### src/mmu_cfg.svh
/*
 * MMU sizing, segment codes and CP0 field positions.
 * Page size is fixed at 4 KB, so VPN and PFN are both 20 bits.
 * Changing the entry count also requires changing the index width.
 */
`ifndef MMU_CFG_SVH
`define MMU_CFG_SVH

`define MMU_TLB_ENTRIES   8
`define MMU_TLB_IDX_BITS  3

`define MMU_PAGE_BITS     12
`define MMU_VPN_BITS      (32 - `MMU_PAGE_BITS)
`define MMU_PFN_BITS      (32 - `MMU_PAGE_BITS)

`define MMU_SEG_KSEG0     3'b100
`define MMU_SEG_KSEG1     3'b101
`define MMU_SEG_KSEG23    3'b11?

`define MMU_ERL_BIT       2
`define MMU_K0_LSB        0
`define MMU_KU_LSB        25
`define MMU_K23_LSB       28
`define MMU_CACHEABLE     3'd3
`define MMU_UNCACHED      3'd2

`define MMU_LO_PFN_LSB    6
`define MMU_LO_C_LSB      3
`define MMU_LO_D_BIT      2
`define MMU_LO_V_BIT      1

`endif

### src/mmu_pkg.sv
/*
 * Shared types of the data-side MMU.
 * The tlb response carries the entry's cached and dirty bits
 * next to the translated address.
 */
`include "mmu_cfg.svh"

package mmu_pkg;

    typedef struct packed {
        logic                      valid;
        logic [`MMU_VPN_BITS-1:0]  vpn;
        logic [`MMU_PFN_BITS-1:0]  pfn;
        logic                      cached;
        logic                      dirty;   // page is writable
    } tlb_entry_t;

    typedef struct packed {
        logic        en;
        logic [31:0] vaddr;
        logic        refs;                  // store access
    } tlb_req_t;

    typedef struct packed {
        logic        rdy;
        logic        hit;
        logic [31:0] paddr;
        logic        cached;
        logic        dirty;
    } tlb_resp_t;

    typedef struct packed {
        logic                         we;
        logic [`MMU_TLB_IDX_BITS-1:0] idx;
        tlb_entry_t                   entry;
    } tlb_write_t;

    typedef struct packed {
        logic        en;
        logic [3:0]  wen;
        logic [31:0] paddr;
        logic        cached;
        logic [31:0] wdata;
    } mem_req_t;

    typedef struct packed {
        logic        refill;
        logic        modified;
        logic [31:0] badvaddr;
    } mmu_exc_t;

    typedef enum logic [2:0] {
        STATUS  = 3'd0,
        CONFIG  = 3'd1,
        ENTRYHI = 3'd2,
        ENTRYLO = 3'd3,
        INDEX   = 3'd4
    } cp0_sel_e;

endpackage

### src/cp0_lite.sv
/*
 * Minimal CP0 register file for the MMU: Status, Config, EntryHi,
 * EntryLo and Index. There is no read-back port.
 * Status comes out of reset with ERL set and Config with every segment uncached.
 */
`include "mmu_cfg.svh"

module cp0_lite import mmu_pkg::*; (
    input  logic        clk,
    input  logic        rst,
    input  logic        cp0_we,
    input  cp0_sel_e    cp0_sel,
    input  logic [31:0] cp0_wdata,
    input  logic        tlbwi,
    output logic [31:0] status,
    output logic [31:0] config_r,
    output tlb_write_t  tlb_wr
);

    localparam logic [31:0] STATUS_RST = 32'd1 << `MMU_ERL_BIT;
    localparam logic [31:0] CONFIG_RST = (32'(`MMU_UNCACHED) << `MMU_K0_LSB)
                                       | (32'(`MMU_UNCACHED) << `MMU_KU_LSB)
                                       | (32'(`MMU_UNCACHED) << `MMU_K23_LSB);

    logic [`MMU_VPN_BITS-1:0]     entryhi_vpn;   // only the VPN is kept
    logic [31:0]                  entrylo;
    logic [`MMU_TLB_IDX_BITS-1:0] index_r;

    always_ff @(posedge clk) begin
        if (rst) begin
            status      <= STATUS_RST;
            config_r    <= CONFIG_RST;
            entryhi_vpn <= '0;
            entrylo     <= '0;
            index_r     <= '0;
        end else if (cp0_we) begin
            case (cp0_sel)
                STATUS:  status      <= cp0_wdata;
                CONFIG:  config_r    <= cp0_wdata;
                ENTRYHI: entryhi_vpn <= cp0_wdata[31:`MMU_PAGE_BITS];
                ENTRYLO: entrylo     <= cp0_wdata;
                INDEX:   index_r     <= cp0_wdata[`MMU_TLB_IDX_BITS-1:0];
                default: ;
            endcase
        end
    end

    // tlbwi command, written by the tlb at the next edge
    always_comb begin
        tlb_wr.we           = tlbwi;
        tlb_wr.idx          = index_r;
        tlb_wr.entry.valid  = entrylo[`MMU_LO_V_BIT];
        tlb_wr.entry.vpn    = entryhi_vpn;
        tlb_wr.entry.pfn    = entrylo[`MMU_LO_PFN_LSB +: `MMU_PFN_BITS];
        tlb_wr.entry.cached = entrylo[`MMU_LO_C_LSB +: 3] == `MMU_CACHEABLE;
        tlb_wr.entry.dirty  = entrylo[`MMU_LO_D_BIT];
    end

endmodule

### src/mmu.sv
/*
 * Data-side segment decoder and address translator, purely combinational.
 * kseg0/kseg1 map directly, kuseg and kseg2/3 go through the tlb unless ERL
 * is set. A store to a clean page raises modified, and no address-error checks.
 */
`include "mmu_cfg.svh"

module mmu import mmu_pkg::*; (
    input  logic        en,
    input  logic [3:0]  wen,
    input  logic [31:0] vaddr,
    input  logic [31:0] wdata,
    output logic [31:0] rdata,
    input  logic        exc_flag,
    input  logic [31:0] status,
    input  logic [31:0] config_r,
    output tlb_req_t    tlb_req,
    input  tlb_resp_t   tlb_resp,
    output mem_req_t    mem_req,
    input  logic [31:0] bus_rdata,
    input  logic        bus_streq,
    output mmu_exc_t    exc,
    output logic        stallreq
);

    logic seg_mapped;
    logic direct_cached;
    logic use_tlb;
    logic tlb_streq;
    logic store;

    always_comb begin
        seg_mapped    = 1'b0;
        direct_cached = 1'b0;
        casez (vaddr[31:29])
            `MMU_SEG_KSEG0:  direct_cached = config_r[`MMU_K0_LSB +: 3] == `MMU_CACHEABLE;
            `MMU_SEG_KSEG1:  direct_cached = 1'b0;   // always uncached
            `MMU_SEG_KSEG23: seg_mapped    = 1'b1;
            default:         seg_mapped    = 1'b1;   // kuseg
        endcase
    end

    assign use_tlb = seg_mapped && !status[`MMU_ERL_BIT];  // ERL forces direct path
    assign store   = wen != 4'b0000;

    assign rdata    = en ? bus_rdata : 32'd0;
    assign stallreq = bus_streq || tlb_streq;

    always_comb begin
        tlb_req        = '0;
        exc            = '0;
        tlb_streq      = 1'b0;
        mem_req.en     = 1'b0;
        mem_req.wen    = en ? wen : 4'b0000;
        mem_req.paddr  = 32'd0;
        mem_req.cached = 1'b0;
        mem_req.wdata  = wdata;

        if (en && !exc_flag) begin
            if (!use_tlb) begin
                mem_req.en     = 1'b1;
                mem_req.paddr  = {3'b000, vaddr[28:0]};
                mem_req.cached = direct_cached;    // low for ERL fallback
            end else begin
                tlb_req.en    = 1'b1;
                tlb_req.vaddr = vaddr;
                tlb_req.refs  = store;
                tlb_streq     = !tlb_resp.rdy;     // wait out the lookup
                if (tlb_resp.rdy) begin
                    if (!tlb_resp.hit) begin
                        exc.refill   = 1'b1;
                        exc.badvaddr = vaddr;
                    end else if (store && !tlb_resp.dirty) begin
                        exc.modified = 1'b1;       // clean page
                        exc.badvaddr = vaddr;
                    end else begin
                        mem_req.en     = 1'b1;
                        mem_req.paddr  = tlb_resp.paddr;
                        mem_req.cached = tlb_resp.cached;
                    end
                end
            end
        end
    end

endmodule

### src/mmu_top.sv
/*
 * Data-side MMU stage: CP0 registers, tlb and segment decoder.
 * The core must hold its inputs while stallreq is high.
 * tlbwi is a one-cycle pulse, and the entry is written at the next edge.
 */
module mmu_top import mmu_pkg::*; (
    input  logic        clk,
    input  logic        rst,

    input  logic        en,
    input  logic [3:0]  wen,
    input  logic [31:0] vaddr,
    input  logic [31:0] wdata,
    output logic [31:0] rdata,
    input  logic        exc_flag,

    input  logic        cp0_we,
    input  cp0_sel_e    cp0_sel,
    input  logic [31:0] cp0_wdata,
    input  logic        tlbwi,

    output mem_req_t    mem_req,
    input  logic [31:0] bus_rdata,
    input  logic        bus_streq,

    output mmu_exc_t    exc,
    output logic        stallreq
);

    logic [31:0] status;
    logic [31:0] config_r;
    tlb_write_t  tlb_wr;
    tlb_req_t    tlb_req;
    tlb_resp_t   tlb_resp;

    cp0_lite i_cp0_lite (
        .clk       (clk),
        .rst       (rst),
        .cp0_we    (cp0_we),
        .cp0_sel   (cp0_sel),
        .cp0_wdata (cp0_wdata),
        .tlbwi     (tlbwi),
        .status    (status),
        .config_r  (config_r),
        .tlb_wr    (tlb_wr)
    );

    tlb i_tlb (
        .clk  (clk),
        .rst  (rst),
        .req  (tlb_req),
        .resp (tlb_resp),
        .wr   (tlb_wr)
    );

    mmu i_mmu (
        .en        (en),
        .wen       (wen),
        .vaddr     (vaddr),
        .wdata     (wdata),
        .rdata     (rdata),
        .exc_flag  (exc_flag),
        .status    (status),
        .config_r  (config_r),
        .tlb_req   (tlb_req),
        .tlb_resp  (tlb_resp),
        .mem_req   (mem_req),
        .bus_rdata (bus_rdata),
        .bus_streq (bus_streq),
        .exc       (exc),
        .stallreq  (stallreq)
    );

endmodule

### src/tlb.sv
/*
 * Fully associative TLB with 4 KB pages and no ASID.
 * The lookup is registered, and rdy is high only while the live request
 * still has the registered page and access kind. A write drops the result.
 * If several entries match, the lowest index wins.
 */
`include "mmu_cfg.svh"

module tlb import mmu_pkg::*; (
    input  logic       clk,
    input  logic       rst,
    input  tlb_req_t   req,
    output tlb_resp_t  resp,
    input  tlb_write_t wr
);

    localparam int PAGE_W = `MMU_PAGE_BITS;
    localparam int VPN_W  = `MMU_VPN_BITS;
    localparam int PFN_W  = `MMU_PFN_BITS;

    tlb_entry_t                  entries [`MMU_TLB_ENTRIES];
    logic [`MMU_TLB_ENTRIES-1:0] written;      // loaded since reset

    logic [VPN_W-1:0] req_vpn;
    logic             match_any;
    tlb_entry_t       match_entry;

    // registered lookup result
    logic             look_vld;
    logic             look_hit;
    logic [PFN_W-1:0] look_pfn;
    logic             look_cached;
    logic             look_dirty;
    logic [VPN_W-1:0] look_vpn;
    logic             look_refs;
    logic             page_match;

    assign req_vpn = req.vaddr[31:PAGE_W];

    // entry storage, payload only
    always_ff @(posedge clk) begin
        if (wr.we) begin
            entries[wr.idx] <= wr.entry;
        end
    end

    always_ff @(posedge clk) begin
        if (rst) begin
            written <= '0;
        end else if (wr.we) begin
            written[wr.idx] <= 1'b1;
        end
    end

    // scan from the top so the lowest matching index ends up selected
    always_comb begin
        match_any   = 1'b0;
        match_entry = '0;
        for (int i = `MMU_TLB_ENTRIES - 1; i >= 0; i--) begin
            if (written[i] && entries[i].valid && entries[i].vpn == req_vpn) begin
                match_any   = 1'b1;
                match_entry = entries[i];
            end
        end
    end

    always_ff @(posedge clk) begin
        if (rst) begin
            look_vld <= 1'b0;
            look_hit <= 1'b0;
        end else if (wr.we) begin
            look_vld <= 1'b0;                  // no stale hit after tlbwi
        end else if (req.en) begin
            look_vld <= 1'b1;
            look_hit <= match_any;
        end
    end

    always_ff @(posedge clk) begin
        if (req.en) begin
            look_pfn    <= match_entry.pfn;
            look_cached <= match_entry.cached;
            look_dirty  <= match_entry.dirty;
            look_vpn    <= req_vpn;
            look_refs   <= req.refs;
        end
    end

    assign page_match = (look_vpn == req_vpn) && (look_refs == req.refs);

    // offset taken live, a repeated page may use another word
    always_comb begin
        resp.rdy    = look_vld && req.en && page_match;
        resp.hit    = look_hit;
        resp.paddr  = {look_pfn, req.vaddr[PAGE_W-1:0]};
        resp.cached = look_cached;
        resp.dirty  = look_dirty;
    end

endmodule

### config.mk
export PLATFORM = sky130hd
export DESIGN_NAME = mmu_top
export DESIGN_NICKNAME = d
export VERILOG_FILES = /design/src/mmu_pkg.sv /design/src/cp0_lite.sv /design/src/mmu.sv /design/src/mmu_top.sv /design/src/tlb.sv
export VERILOG_INCLUDE_DIRS = /design/src /design/src/src
export SDC_FILE = /design/constraint.sdc
export NUM_CORES = 1
export LEC_CHECK = 0
export BUFFER_PORTS_ARGS = -buffer_cell sky130_fd_sc_hd__buf_2
export CAP_MARGIN = 20
export CELL_PAD_IN_SITES_DETAIL_PLACEMENT = 1
export CELL_PAD_IN_SITES_GLOBAL_PLACEMENT = 1
export CORE_MARGIN = 1
export CORE_UTILIZATION = 52
export CTS_BUF_LIST = sky130_fd_sc_hd__clkbuf_2
export DETAILED_ROUTE_END_ITERATION = 10
export PLACE_DENSITY = 0.95
export REMOVE_ABC_BUFFERS = 1
export SYNTH_ARGS = -nofsm -noshare
export SYNTH_HDL_FRONTEND = slang
export SYNTH_SLANG_ARGS = --single-unit
### constraint.sdc
create_clock -name clk -period 8 [get_ports clk]
set_input_delay 1.6 -clock clk [delete_from_list [all_inputs] [get_ports clk]]
set_output_delay 1.6 -clock clk [all_outputs]
set_load 0.05 [all_outputs]
## Word level (Yosys, flattened, before mapping)

Memory sizes are Yosys's and may differ from the RTL's.
Cells that the tools add are included.

| storage, ports and cells | value |
|---|---|
| flip-flop bits (word level) | 108 |
| memory bits (writable) | 344 |
| bits of input ports | 142 |
| output and inout port bits | 137 |
| word-level logic and storage cells | 119 |
| memories | 1 |

Memories:

| name | words | width | rd ports | clocked after memory_dff | wr ports | RTL line | RTL |
|---|---|---|---|---|---|---|---|
| i_tlb.entries | 8 | 43 | 8 | 0 | 1 | tlb.sv:21 | `` tlb_entry_t entries [`MMU_TLB_ENTRIES]; `` |

| operators by class | value |
|---|---|
| $lt $le $gt $ge | 2 |
| equality and inequality tests | 18 |
| multiplexer cells | 45 |
| bitwise logic cells | 2 |
| reductions and logical operators | 38 |

Operator list:

| cell | number |
|---|---|
| $mux 33 | 6 |
| $eq 20x20->1 | 9 |
| $mux 22 | 8 |
| $mux 34 | 5 |
| $mux 32 | 2 |
| $logic_and 1x1->1 | 23 |
| $mux 1 | 22 |
| $eq 3x2->1 const B | 4 |
| $reduce_and 2->1 | 6 |
| $eq 3x3->1 const B | 3 |
| $or 8x8->8 | 1 |
| $logic_not 1->1 | 4 |
| $lt 3x4->1 const B | 1 |
| $mux 4 | 1 |
| $reduce_bool 4->1 | 1 |
| $reduce_or 2->1 | 2 |
| $demux 1 s3 | 1 |
| $eq 3x1->1 const B | 1 |
| $ge 3x1->1 const B | 1 |
| $logic_not 3->1 | 1 |
| $eq 1x1->1 | 1 |
| $logic_or 1x1->1 | 1 |
| $not 1->1 | 1 |

## Logic depth before layout (Yosys ltp)

Gate-level depths: netlist (run 1).

| depth | value |
|---|---|
| word-level depth | 16 |
| depth in mapped cells | 16 |
| depth with buffers taken out | 10 |

## Cells and area by module

A second synthesis (run 1) with hierarchy kept.

| second synthesis, totals | value |
|---|---|
| cells, all modules | 1,685 |
| area total of the unflattened synthesis | 22,424.0 um2 |

By module, submodules not included:

| module | instances | cells each | area each (um2) | sequential area each (um2) |
|---|---|---|---|---|
| tlb | 1 | 1,040 | 16,229.3 | 11,821.3 |
| cp0_lite | 1 | 434 | 4,663.2 | 2,242.2 |
| mmu | 1 | 211 | 1,531.5 | 0.0 |

## Worst setup path before layout (run 1)

No wires, ideal clock.

| timing path | value |
|---|---|
| path type | input to output |
| from | input port vaddr[31] |
| to | output port exc[32] (netlist name) |
| arrival | 5,348 ps |
| required time | 6,400 ps |
| path slack | 1,052 ps |
| cell stages on the path | 13 |
| buffers on the path | 6 |
| cells stage by stage | buf_6 > nor2b_1 > buf_6 > or3_1 > buf_2 > buf_6 > buf_6 > buf_6 > o31ai_1 > nand4_1 > nor4_2 > nand2_1 > nor4b_1 |

RTL lines:

| what | RTL line | RTL |
|---|---|---|
| from (decl) | mmu_top.sv:12 | `input logic [31:0] vaddr,` |
| to (decl) | mmu_top.sv:26 | `output mmu_exc_t exc,` |

==> impl_metrics.csv, run 1 <==
group,metric,value,unit
yosys,ys_ff_latch,449,
yosys,xor_and_xnor_area_share_after_synthesis,4.73,%
yosys,synthesized_area_fraction_occupied_by_ao_oa_aoi_and_oai_cells,13.9,%
yosys,yosys.area.top_type_share,55.6,%
floorplan,io-pin-count,279,
yosys,ys_dominant_reg_cell,"sky130_fd_sc_hd__edfxtp_1",
floorplan,die-width,202,um
pwr,irDropWorstVdd,0.140,mV
yosys,synth_largest_area_cell,"sky130_fd_sc_hd__edfxtp_1",
global_route,grt_first_pass_wirelength,121000,um
floorplan,starting_density_of_the_core,52.6,%
timing,max_slew_violations,0,
timing,worstMarginPinSlew,1240,ps
setup_path,worstSetupPathType,"in -> out",
pwr,p_leak,8.39,nW
setup_path,reg2reg_depth,11,
yosys,netlist_top_cells_count,"sky130_fd_sc_hd__edfxtp_1 (387), sky130_fd_sc_hd__nor2_1 (139), sky130_fd_sc_hd__a21oi_1 (126)",
pwr,p_per_area,197,nW/um2
floorplan,core_area,39700,um2
cts,worst_setup_hold_path_clk_slew,110,ps
timing,setup_total_negative_slack,0,ps
finish,layout_cell_share_with_drive_strength_beyond_1,24.6,%
status,outcome,"finished clean",
run,cap_violations,0,
detailed_routing,detailroute.via_count,17704,
floorplan,dieArea,41000,um2
finish,p_r_area_growth_vs_syn,11.6,%
pwr,power,4.59,mW
detailed_routing,remaining_drc_errors,0,
placed_design,port_buffers,214,
global_route,antenna_found_initial,3,
yosys,synth.area.mux_share,1.20,%
setup_path,cp-startpoint,"en",
cts,cts-resized-gates,0,
setup_path,critical_path_required,6400,ps
yosys,netlist-cell-type-count,69,
yosys,syn_avg_cell_area,12.0,um2
yosys,syn_area,20900,um2
yosys,synth_edf_count,387,
setup_path,cp.arrival,5700,ps
timing,grt_setup_unrepaired,"false",
global_route,grt_pass1_vias,18617,
yosys,combinational_family_with_the_most_area_after_synthesis,"compound AO/OA/AOI/OAI gates",
yosys,synth_simple_gate_area_share,13.7,%
timing,min_period_over_period,91.2,%
placed_design,hpwlAfterDp,50200,um
cts,clk-insertion-delay-late,1170,ps
setup_path,reg2reg_setup_slack,2710,ps
yosys,post_synth_main_area_contributors,"sky130_fd_sc_hd__edfxtp_1 (56%), sky130_fd_sc_hd__dfxtp_1 (5.9%), sky130_fd_sc_hd__xnor2_1 (3.5%), sky130_fd_sc_hd__a21oi_1 (3.0%), sky130_fd_sc_hd__nor2_1 (2.5%)",
timing,timing.slew.headroom,16.6,%
detailed_routing,drt-initial-drc-count,2437,
cts,cts_tree,"yes",
finish,nFillCells,4132,
cts,max-clock-path-buffers,3,
yosys,synth_seq_area_share,61.5,%
finish,multi_input_comb_area,7120,um2
detailed_routing,detail_route.wl_per_cell,32.7,um
cts,cts_setup_buffers,0,
setup_path,worst-path-max-fanout,39,
setup_path,worst_r2r_startpoint,"i_cp0_lite.status[2]",
min_path,min_path_type,"reg -> reg",
yosys,asr_flop_ratio_synth,0,%
placed_design,dpl-instance-area,22300,um2
finish,layout.nets,2080,
floorplan,fp.dieH,202,um
yosys,post-synth-top-count-cell,"sky130_fd_sc_hd__edfxtp_1",
timing,final_period_minus_worst_setup_slack,7300,ps
finish,final_design_area_no_fill,23300,um2
timing,fin_skew,185,ps
detailed_routing,remaining_antenna_violation_count,0,
timing,setup_viol_count_final,0,
placed_design,gp_congestion,0.889,
cts,cts.sink_count,449,
setup_path,rr_endpoint,"i_tlb.look_pfn[10]",
yosys,synthesized_area_fraction_occupied_by_adder_cells,0,%
cts,htreeDepth,3,
timing,final_number_of_hold_violating_endpoints,0,
detailed_routing,route.final.wire_length,83500,um
cts,cts_inserted_buffers,108,
setup_path,endpoint_of_the_worst_setup_timing_path,"mem_req[49]",
cts,clk_root_buffer_cell,"sky130_fd_sc_hd__clkbuf_2",
global_route,grt_max_degree,63,
detailed_routing,route.detailed.vias_per_inst,6.93,
timing,fmaxAchievable,137,MHz
yosys,synth_cells,1736,
global_route,overflow,0,
floorplan,placementRows,73,
finish,final_core_utilization,58.7,%
cts,cts-hold-fix-buffers,0,
setup_path,end_kind,"output port",
yosys,ys_warn_count,0,
finish,regArea,12900,um2
detailed_routing,drt-pass1-iter-count,5,
setup_path,critical_path.startpoint_type,"primary input",
global_route,groute.usage.overall,40.5,%
[worst max-delay path: stages]
cell and delay [ps]:
sky130_fd_sc_hd__buf_2 380, sky130_fd_sc_hd__nand2b_2 420, sky130_fd_sc_hd__or3_2 660, sky130_fd_sc_hd__inv_2 270
sky130_fd_sc_hd__buf_4 600, sky130_fd_sc_hd__o21a_1 230, sky130_fd_sc_hd__a31oi_1 50, sky130_fd_sc_hd__nor3b_1 190
sky130_fd_sc_hd__a21oi_1 90, sky130_fd_sc_hd__or2_1 590, sky130_fd_sc_hd__a21oi_1 280, sky130_fd_sc_hd__buf_2 300
[worst min path at each step]
stage	startpoint	to	slack [ps]	cells after the start
after floorplan	i_cp0_lite.entrylo[4]	i_cp0_lite.entrylo[4]	430	2
after global placement	i_cp0_lite.entrylo[4]	i_cp0_lite.entrylo[4]	440	2
after detailed placement	i_cp0_lite.entrylo[5]	i_cp0_lite.entrylo[5]	460	2
after CTS	i_cp0_lite.entrylo[5]	i_cp0_lite.entrylo[5]	470	2
after global routing	i_cp0_lite.entrylo[5]	i_cp0_lite.entrylo[5]	500	2
final	i_cp0_lite.entrylo[5]	i_cp0_lite.entrylo[5]	480	2
[cells in the final DEF (no fill, tap or decap), types with 35 or more instances in the layout]
master / count
sky130_fd_sc_hd__nor2_1: 133
sky130_fd_sc_hd__a31oi_1: 44
sky130_fd_sc_hd__buf_2: 212
sky130_fd_sc_hd__edfxtp_1: 387
sky130_fd_sc_hd__and3_1: 39
sky130_fd_sc_hd__nand2_1: 122
sky130_fd_sc_hd__clkbuf_2: 163
sky130_fd_sc_hd__dfxtp_1: 62
sky130_fd_sc_hd__and2_1: 50
sky130_fd_sc_hd__inv_1: 50
sky130_fd_sc_hd__buf_4: 42
sky130_fd_sc_hd__a21oi_1: 126
sky130_fd_sc_hd__xnor2_1: 83
sky130_fd_sc_hd__nor3_1: 35
[through the flow]
stage | setup WS (ps) | hold WS, ps | std cells
final | 705 | 476 | 2556
after global routing | 569 | 503 | 2555
after CTS | 748 | 472 | 2553
after detailed placement | 824 | 457 | 2352
after global placement | 1150 | 444 | 2352
after floorplan | -1240 | 430 | 1571
[layout make-up]
cell class                      count  share of cell area (%)
Tap cell                          525                    2.82
Antenna cell                        2                  0.0215
Sequential cell                   449                    55.1
Multi-Input combinational cell   1070                    30.5
Clock inverter                     38                    1.02
Clock buffer                      163                    3.50
Timing Repair Buffer              257                    6.12
Inverter                           52                   0.837
[where the power goes]
part | internal [mW] | total (mW) | switching (mW)
Combinational | 0.0895 | 0.332 | 0.243
Sequential | 2.55 | 2.58 | 0.0344
Clock | 0.644 | 1.68 | 1.04
Total | 3.28 | 4.59 | 1.31
[sequential cells by signal (all words and copies together) (netlist names)]
signal	count
i_tlb.look_vpn	20
i_tlb.look_cached	1
i_tlb.look_hit	1
i_tlb.look_refs	1
i_cp0_lite.config_r	3
i_cp0_lite.index_r	3
i_cp0_lite.status	1
i_cp0_lite.entrylo	25
i_tlb.look_pfn	20
i_cp0_lite.entryhi_vpn	20
i_tlb.look_vld	1
i_tlb.look_dirty	1
i_tlb.entries	344
i_tlb.written	8
[cell families (layout without fill, tap and decap cells)]
| logic type | after synthesis | in the layout |
|---|---|---|
| XOR/XNOR | 113 | 113 |
| AO/OA/AOI/OAI | 395 | 395 |
| AND/OR/NAND/NOR | 537 | 537 |
| buffers and inverters | 217 | 510 |
| multiplexers | 25 | 25 |
| other | 0 | 2 |
| flip-flops | 449 | 449 |
[routing by layer]
layer  part of all wire [%]  routed length, um  global-route usage [%]  up-vias
li1                       -                  -                       -     6954
met5                  0.046                 38                    1.19        -
met3                     14              11800                    13.7      473
met4                    7.2               5980                    27.7        2
met2                     46              38600                    63.9     1768
met1                     32              27000                    46.6     8507
Power figures use the tool's default switching activity.
==> run 2, diff against run 1 <==
==> constraint.sdc (replaced) <==
create_clock -name clk -period 8 [get_ports clk]
set_input_delay 1.6 -clock clk [delete_from_list [all_inputs] [get_ports clk]]
set_output_delay 1.6 -clock clk [all_outputs]
set_load 0.1 [all_outputs]
==> run 2 against run 1 <==
Against the previous run: clock-buffer cell count decreased by 1; combinational power grew 26%; flip-flop and latch count stayed put; routed wire length rose by 1.0%; total power up 0.71%; sequential share of layout area shrank 2.1 points; via count is 0.64% higher; die area unchanged; register-to-register slack got worse by 320 ps; final cell count rose by 0.12%; clock skew rose by 4.6 ps; global-route usage about the same; critical endpoint is now mem_req[60]; highest routed layer unchanged.
==> impl_metrics.csv, run 2 (synthesis results as in run 1) <==
group,metric,value,unit
placed_design,dpl-instance-area,23200,um2
cts,cts.sink_count,449,
timing,final_number_of_hold_violating_endpoints,0,
cts,cts_inserted_buffers,108,
detailed_routing,detail_route.wl_per_cell,33.0,um
setup_path,cp_cell_sequence,"buf_2 > nand2b_2 > or3_2 > inv_2 > buf_4 > and2_1 > xnor2_1 > nor3b_1 > a21oi_1 > or2_1 > a21oi_1 > buf_12",
detailed_routing,remaining_antenna_violation_count,0,
status,outcome,"finished clean",
cts,cts-resized-gates,0,
pwr,irDropWorstVdd,0.102,mV
timing,grt_setup_unrepaired,"false",
finish,number_of_flip_flops_in_the_largest_register,344,
placed_design,post-place-cells,2352,
timing,min_period_over_period,88.6,%
placed_design,port_buffers,214,
setup_path,crit_path_top_delay_cell,"sky130_fd_sc_hd__or3_2",
setup_path,max_stage_delay,640,ps
global_route,grt_first_pass_wirelength,121000,um
floorplan,io-pin-count,279,
timing,timing.slew.headroom,22.7,%
finish,reg.largest.list,"i_tlb.entries x344, i_cp0_lite.entrylo x25",
floorplan,placementRows,73,
global_route,grt_pass1_vias,18699,
global_route,groute.usage.overall,40.5,%
timing,worstMarginPinSlew,1160,ps
run,cap_violations,0,
floorplan,core_area,39700,um2
finish,layout_common_cells,"sky130_fd_sc_hd__edfxtp_1 (387), sky130_fd_sc_hd__clkbuf_2 (162), sky130_fd_sc_hd__buf_2 (147)",
setup_path,critical_path_required,6400,ps
cts,cts_tree,"yes",
timing,fin_skew,190,ps
detailed_routing,drt-initial-drc-count,2476,
global_route,antenna_found_initial,9,
setup_path,critical_path.startpoint_type,"primary input",
detailed_routing,detailroute.via_count,17818,
cts,clk-insertion-delay-late,1160,ps
cts,max-clock-path-buffers,3,
finish,layout.cells.most_common,"sky130_fd_sc_hd__edfxtp_1",
cts,worst_setup_hold_path_clk_slew,100,ps
finish,final_design_area_no_fill,24300,um2
setup_path,worst-path-max-fanout,30,
floorplan,fp.dieH,202,um
timing,fmaxAchievable,141,MHz
detailed_routing,route.detailed.vias_per_inst,6.96,
cts,cts-hold-fix-buffers,0,
global_route,overflow,0,
setup_path,worstSetupPathType,"in -> out",
detailed_routing,drt-pass1-iter-count,6,
placed_design,gp_congestion,0.888,
cts,cts_setup_buffers,0,
floorplan,die-width,202,um
cts,htreeDepth,3,
setup_path,most_used_cell_cp,"sky130_fd_sc_hd__a21oi_1",
global_route,grt_max_degree,80,
floorplan,starting_density_of_the_core,52.6,%
pwr,p_per_area,191,nW/um2
detailed_routing,route.final.wire_length,84400,um
finish,layout.nets,2079,
setup_path,cp.arrival,5480,ps
detailed_routing,remaining_drc_errors,0,
finish,max_flop_register,"i_tlb.entries",
floorplan,dieArea,41000,um2
min_path,min_path_type,"reg -> reg",
finish,layout_cell_share_with_drive_strength_beyond_1,24.5,%
cts,clk_root_buffer_cell,"sky130_fd_sc_hd__clkbuf_2",
pwr,p_leak,8.56,nW
finish,p_r_area_growth_vs_syn,16.1,%
timing,setup_viol_count_final,0,
placed_design,hpwlAfterDp,50700,um
finish,instances_no_fill,2559,
timing,max_slew_violations,0,
timing,final_period_minus_worst_setup_slack,7080,ps
timing,worst_hold_slack,476,ps
setup_path,end_kind,"output port",
[run 2: final cells by class]
| type | instances | area [um2] |
|---|---|---|
| diodes | 5 | 12.5 |
| repair buffers | 256 | 2400 |
| well taps | 525 | 657 |
| inverters | 52 | 195 |
| flip-flops and latches | 449 | 12900 |
| clock buffers | 162 | 811 |
| fillers | 4053 | 15500 |
| clock inverters | 40 | 199 |
| multi-input cells | 1070 | 7120 |
[run 2: metrics by stage]
stage	worst slack, ps	setup TNS, ps	util [%]	power [mW]
after CTS	1000	0	61.0	4.60
after floorplan	-2720	-73150	-	2.83
final	916	0	61.1	4.62
after global placement	1220	0	58.5	3.00
after global routing	750	0	61.1	4.71
after detailed placement	995	0	58.5	3.03
[run 2: report_power, final]
group          switching (mW)  leakage (nW)  internal (mW)
Clock                    1.04         0.770          0.584
Combinational           0.310          3.77          0.109
Sequential             0.0313          4.02           2.55
Total                    1.39          8.56           3.24
[run 2: worst paths after layout]
kind	startpoint	end	slack [ps]	cells past startpoint
max	exc_flag	mem_req[60]	920	12
min	i_cp0_lite.entrylo[4]	i_cp0_lite.entrylo[4]	480	2
max reg2reg	i_cp0_lite.status[2]	i_tlb.look_pfn[17]	2390	12
min reg2reg	i_cp0_lite.entrylo[4]	i_cp0_lite.entrylo[4]	480	2
[run 2: metal layers]
metal	up-vias	global-route usage (%)	share of wire, %
met4	10	27.0	7.4
met1	8491	45.8	32
li1	6963	-	-
met5	-	0.357	0.11
met3	556	14.5	15
met2	1798	64.6	46
[run 2: critical path: cells and delay by family]
family                    cells  cell delay, ps
and+or+nand+nor               5            2170
xor gates and xnor gates      1             130
AOI/OAI and AO/OA             2             510
buffers and inverters         4            1040
==> run 3, diff against run 2 <==
--- a/config.mk
+++ b/config.mk
@@ -6,16 +6,18 @@
 export SDC_FILE = /design/constraint.sdc
 export NUM_CORES = 1
 export LEC_CHECK = 0
+export ABC_AREA = 1
 export BUFFER_PORTS_ARGS = -buffer_cell sky130_fd_sc_hd__buf_2
 export CAP_MARGIN = 20
 export CELL_PAD_IN_SITES_DETAIL_PLACEMENT = 1
 export CELL_PAD_IN_SITES_GLOBAL_PLACEMENT = 1
 export CORE_MARGIN = 1
-export CORE_UTILIZATION = 52
+export CORE_UTILIZATION = 50
 export CTS_BUF_LIST = sky130_fd_sc_hd__clkbuf_2
 export DETAILED_ROUTE_END_ITERATION = 10
 export PLACE_DENSITY = 0.95
 export REMOVE_ABC_BUFFERS = 1
+export SLEW_MARGIN = 30
 export SYNTH_ARGS = -nofsm -noshare
 export SYNTH_HDL_FRONTEND = slang
 export SYNTH_SLANG_ARGS = --single-unit
==> run 3 against run 2 <==
Against the previous run: clock power is essentially flat; flip-flop and latch count unchanged; routed wire length shrank 9.4%; clock skew shrank 48 ps; combinational power decreased by 21%; sequential share of layout area rose by 2.7 points; area after synthesis down 2.9%; first-iteration DRC count decreased by 21%; hold slack lost 9.4 ps; sequential power about the same; largest cell class unchanged.
==> impl_metrics.csv, run 3 <==
group,metric,value,unit
setup_path,cp_num_buf_inv,4,
yosys,synth_edf_count,387,
min_path,min-delay-start,"i_cp0_lite.entrylo[5]",
cts,cts-hold-fix-buffers,0,
finish,max_flop_register,"i_tlb.entries",
pwr,irDropWorstVdd,0.127,mV
timing,timing.slew.headroom,36.3,%
setup_path,cp-startpoint,"vaddr[30]",
detailed_routing,route.final.wire_length,76500,um
timing,worstMarginPinSlew,949,ps
pwr,power.share.switching,28.0,%
global_route,globalRoute.busiestLayer,"met2",
setup_path,cp.arrival,5550,ps
pwr,p_comb_share,7.2,%
timing,min_period_over_period,89.3,%
yosys,netlist_top_cells_count,"sky130_fd_sc_hd__nand2_1 (545), sky130_fd_sc_hd__edfxtp_1 (387), sky130_fd_sc_hd__nor2_1 (287)",
run,cap_violations,0,
timing,fin_skew,142,ps
floorplan,fp.dieH,204,um
setup_path,crit_path_top_delay_cell,"sky130_fd_sc_hd__a21oi_4",
yosys,post_synth_main_area_contributors,"sky130_fd_sc_hd__edfxtp_1 (57%), sky130_fd_sc_hd__nand2_1 (10%), sky130_fd_sc_hd__dfxtp_1 (6.1%), sky130_fd_sc_hd__nor2_1 (5.3%), sky130_fd_sc_hd__inv_1 (4.0%)",
floorplan,dieArea,41400,um2
finish,instances_no_fill,2946,
global_route,groute.usage.overall,37.1,%
detailed_routing,drt-pass1-iter-count,5,
min_path,min_path_type,"reg -> reg",
timing,setup_viol_count_final,0,
floorplan,placementRows,73,
cts,cts.sink_count,449,
cts,htreeDepth,3,
placed_design,gp_congestion,0.971,
yosys,netlist-cell-type-count,44,
yosys,ys_ff_latch,449,
timing,grt_setup_unrepaired,"false",
global_route,grt_pass1_vias,18293,
setup_path,worst-path-max-fanout,19,
setup_path,critical_path_required,6400,ps
yosys,syn_area,20300,um2
global_route,grt_first_pass_wirelength,111000,um
finish,layout.nets,2464,
yosys,xor_and_xnor_area_share_after_synthesis,2.20,%
yosys,combinational_family_with_the_most_area_after_synthesis,"simple AND/OR/NAND/NOR gates",
pwr,switchingPower,1.28,mW
global_route,grt_util_met3,9.68,%
floorplan,io-pin-count,279,
yosys,synthesized_area_fraction_occupied_by_ao_oa_aoi_and_oai_cells,6.29,%
global_route,globalRouteMet1Util,41.5,%
yosys,post-synth-top-count-cell,"sky130_fd_sc_hd__nand2_1",
finish,multi_input_comb_area,6030,um2
cts,clk-insertion-delay-late,1150,ps
cts,clk_root_buffer_cell,"sky130_fd_sc_hd__clkbuf_2",
pwr,p_int,3.30,mW
yosys,synth_cells,2079,
global_route,grt_max_degree,51,
yosys,synthesized_area_fraction_occupied_by_adder_cells,0,%
setup_path,worstSetupPathType,"in -> out",
cts,worst_setup_hold_path_clk_slew,100,ps
setup_path,path_depth,15,
setup_path,cell_family_with_most_cp_delay,"simple AND/OR/NAND/NOR gates",
placed_design,post-place-cells,2735,
placed_design,port_buffers,214,
yosys,yosys.area.top_type_share,57.2,%
detailed_routing,detailroute.via_count,17113,
cts,cts_setup_buffers,0,
detailed_routing,route.detailed.vias_per_inst,5.81,
yosys,asr_flop_ratio_synth,0,%
global_route,antenna_found_initial,3,
setup_path,worst_r2r_startpoint,"i_cp0_lite.status[2]",
timing,final_period_minus_worst_setup_slack,7150,ps
setup_path,cp_cell_sequence,"buf_2 > inv_2 > a21oi_4 > buf_4 > nand2_1 > nor2_1 > o22ai_1 > a21oi_1 > nand3_1 > nor3_4 > nand2_2 > nand2_1 > nand2_2 > nor2_1 > buf_12",
yosys,synth_largest_area_cell,"sky130_fd_sc_hd__edfxtp_1",
pwr,power.clock.fraction,36.1,%
status,outcome,"finished clean",
finish,layout.cells.most_common,"sky130_fd_sc_hd__nand2_1",
setup_path,critical_path.startpoint_type,"primary input",
finish,reg.largest.list,"i_tlb.entries x344, i_cp0_lite.entrylo x25",
finish,final_core_utilization,57.8,%
timing,max_slew_violations,0,
detailed_routing,remaining_antenna_violation_count,0,
floorplan,core_area,39900,um2
min_path,hold_path_depth,2,
yosys,syn_avg_cell_area,9.77,um2
detailed_routing,detail_route.wl_per_cell,26.0,um
yosys,ys_dominant_reg_cell,"sky130_fd_sc_hd__edfxtp_1",
detailed_routing,drt-initial-drc-count,1949,
placed_design,dpl-instance-area,22000,um2
finish,p_r_area_growth_vs_syn,13.6,%
cts,cts-resized-gates,0,
finish,number_of_flip_flops_in_the_largest_register,344,
cts,cts_inserted_buffers,110,
detailed_routing,remaining_drc_errors,0,
finish,layout_cell_share_with_drive_strength_beyond_1,21.5,%
setup_path,end_kind,"output port",
cts,max-clock-path-buffers,3,
global_route,groute.layer.met2.usage,61.4,%
floorplan,starting_density_of_the_core,50.9,%
pwr,seq_power_share,56.8,%
setup_path,reg2reg_depth,16,
finish,final_design_area_no_fill,23100,um2
yosys,synth_simple_gate_area_share,20.8,%
pwr,power,4.59,mW
yosys,synth_seq_area_share,63.3,%
cts,cts_tree,"yes",
setup_path,max_stage_delay,600,ps
finish,nFillCells,4549,
timing,final_number_of_hold_violating_endpoints,0,
placed_design,hpwlAfterDp,49800,um
timing,setup_total_negative_slack,0,ps
pwr,p_leak,10.0,nW
global_route,overflow,0,
floorplan,die-width,204,um
finish,layout_common_cells,"sky130_fd_sc_hd__nand2_1 (545), sky130_fd_sc_hd__edfxtp_1 (387), sky130_fd_sc_hd__nor2_1 (278)",
yosys,synth.area.mux_share,0,%
finish,regArea,12900,um2
timing,fmaxAchievable,140,MHz
yosys,ys_warn_count,0,
pwr,p_per_area,199,nW/um2
==> run 3: cell count changes in the layout (fill, tap and decap cells not counted), moves of 44 or more <==
cell                      previous run  this run
sky130_fd_sc_hd__nor2_1            133       278
sky130_fd_sc_hd__a31oi_1            44         0
sky130_fd_sc_hd__a21oi_1           126        76
sky130_fd_sc_hd__nand2_1           122       545
sky130_fd_sc_hd__o21ai_0            33        96
sky130_fd_sc_hd__buf_12             68        18
sky130_fd_sc_hd__buf_2             147       196
sky130_fd_sc_hd__inv_1              50       216
sky130_fd_sc_hd__xnor2_1            83        19
sky130_fd_sc_hd__and2_1             50         0
==> run 3: cell families after synthesis <==
family | after synthesis
AO/OA/AOI/OAI | 235
XOR/XNOR | 51
buffers and inverters | 340
flip-flops | 449
AND/OR/NAND/NOR | 1004
==> run 3: power by group through the flow <==
stage / sequential, mW / combinational (mW) / clock, mW
global route: 2.61 / 0.340 / 1.77
CTS: 2.60 / 0.325 / 1.66
global placement: 2.65 / 0.312 / 0
finish: 2.60 / 0.330 / 1.65
detailed placement: 2.65 / 0.322 / 0
floorplan: 2.64 / 0.201 / 0
==> run 3: cell type report <==
class	count	area share [%]
clock buffers	183	3.97
inverters	227	3.69
clock inverters	26	0.699
multi-input cells	1290	26.2
well taps	525	2.85
repair buffers	244	6.88
diodes	2	0.0217
flip-flops and latches	449	55.7
==> run 3: per-stage QoR <==
stage | worst slack (ps) | hold WS (ps)
after CTS | 991 | 469
after detailed placement | 1010 | 452
final | 853 | 467
after floorplan | -7.14 | 426
after global routing | 694 | 489
after global placement | 1280 | 435
==> run 3: path summary, 6_finish.rpt <==
path / slack (ps) / endpoint
setup / recovery: 850 / mem_req[33]
hold reg to reg: 470 / i_cp0_lite.entrylo[5]
setup reg to reg: 2910 / i_tlb.look_pfn[9]
hold / removal: 470 / i_cp0_lite.entrylo[5]
==> run 3: layer usage <==
metal,wire length [um],vias to the layer above,part of all wire [%]
li1,-,7333,-
met1,25900,8186,34
met2,36500,1236,48
met3,8350,356,11
met4,5650,2,7.4
met5,13,-,0.017
==> run 3: worst register-to-register path: cells and delay by family (launching register included) <==
kind	cells	cell delay (ps)
AOI/OAI and AO/OA	1	130
buffers and inverters	4	1900
DFF	1	380
and+or+nand+nor	11	2440
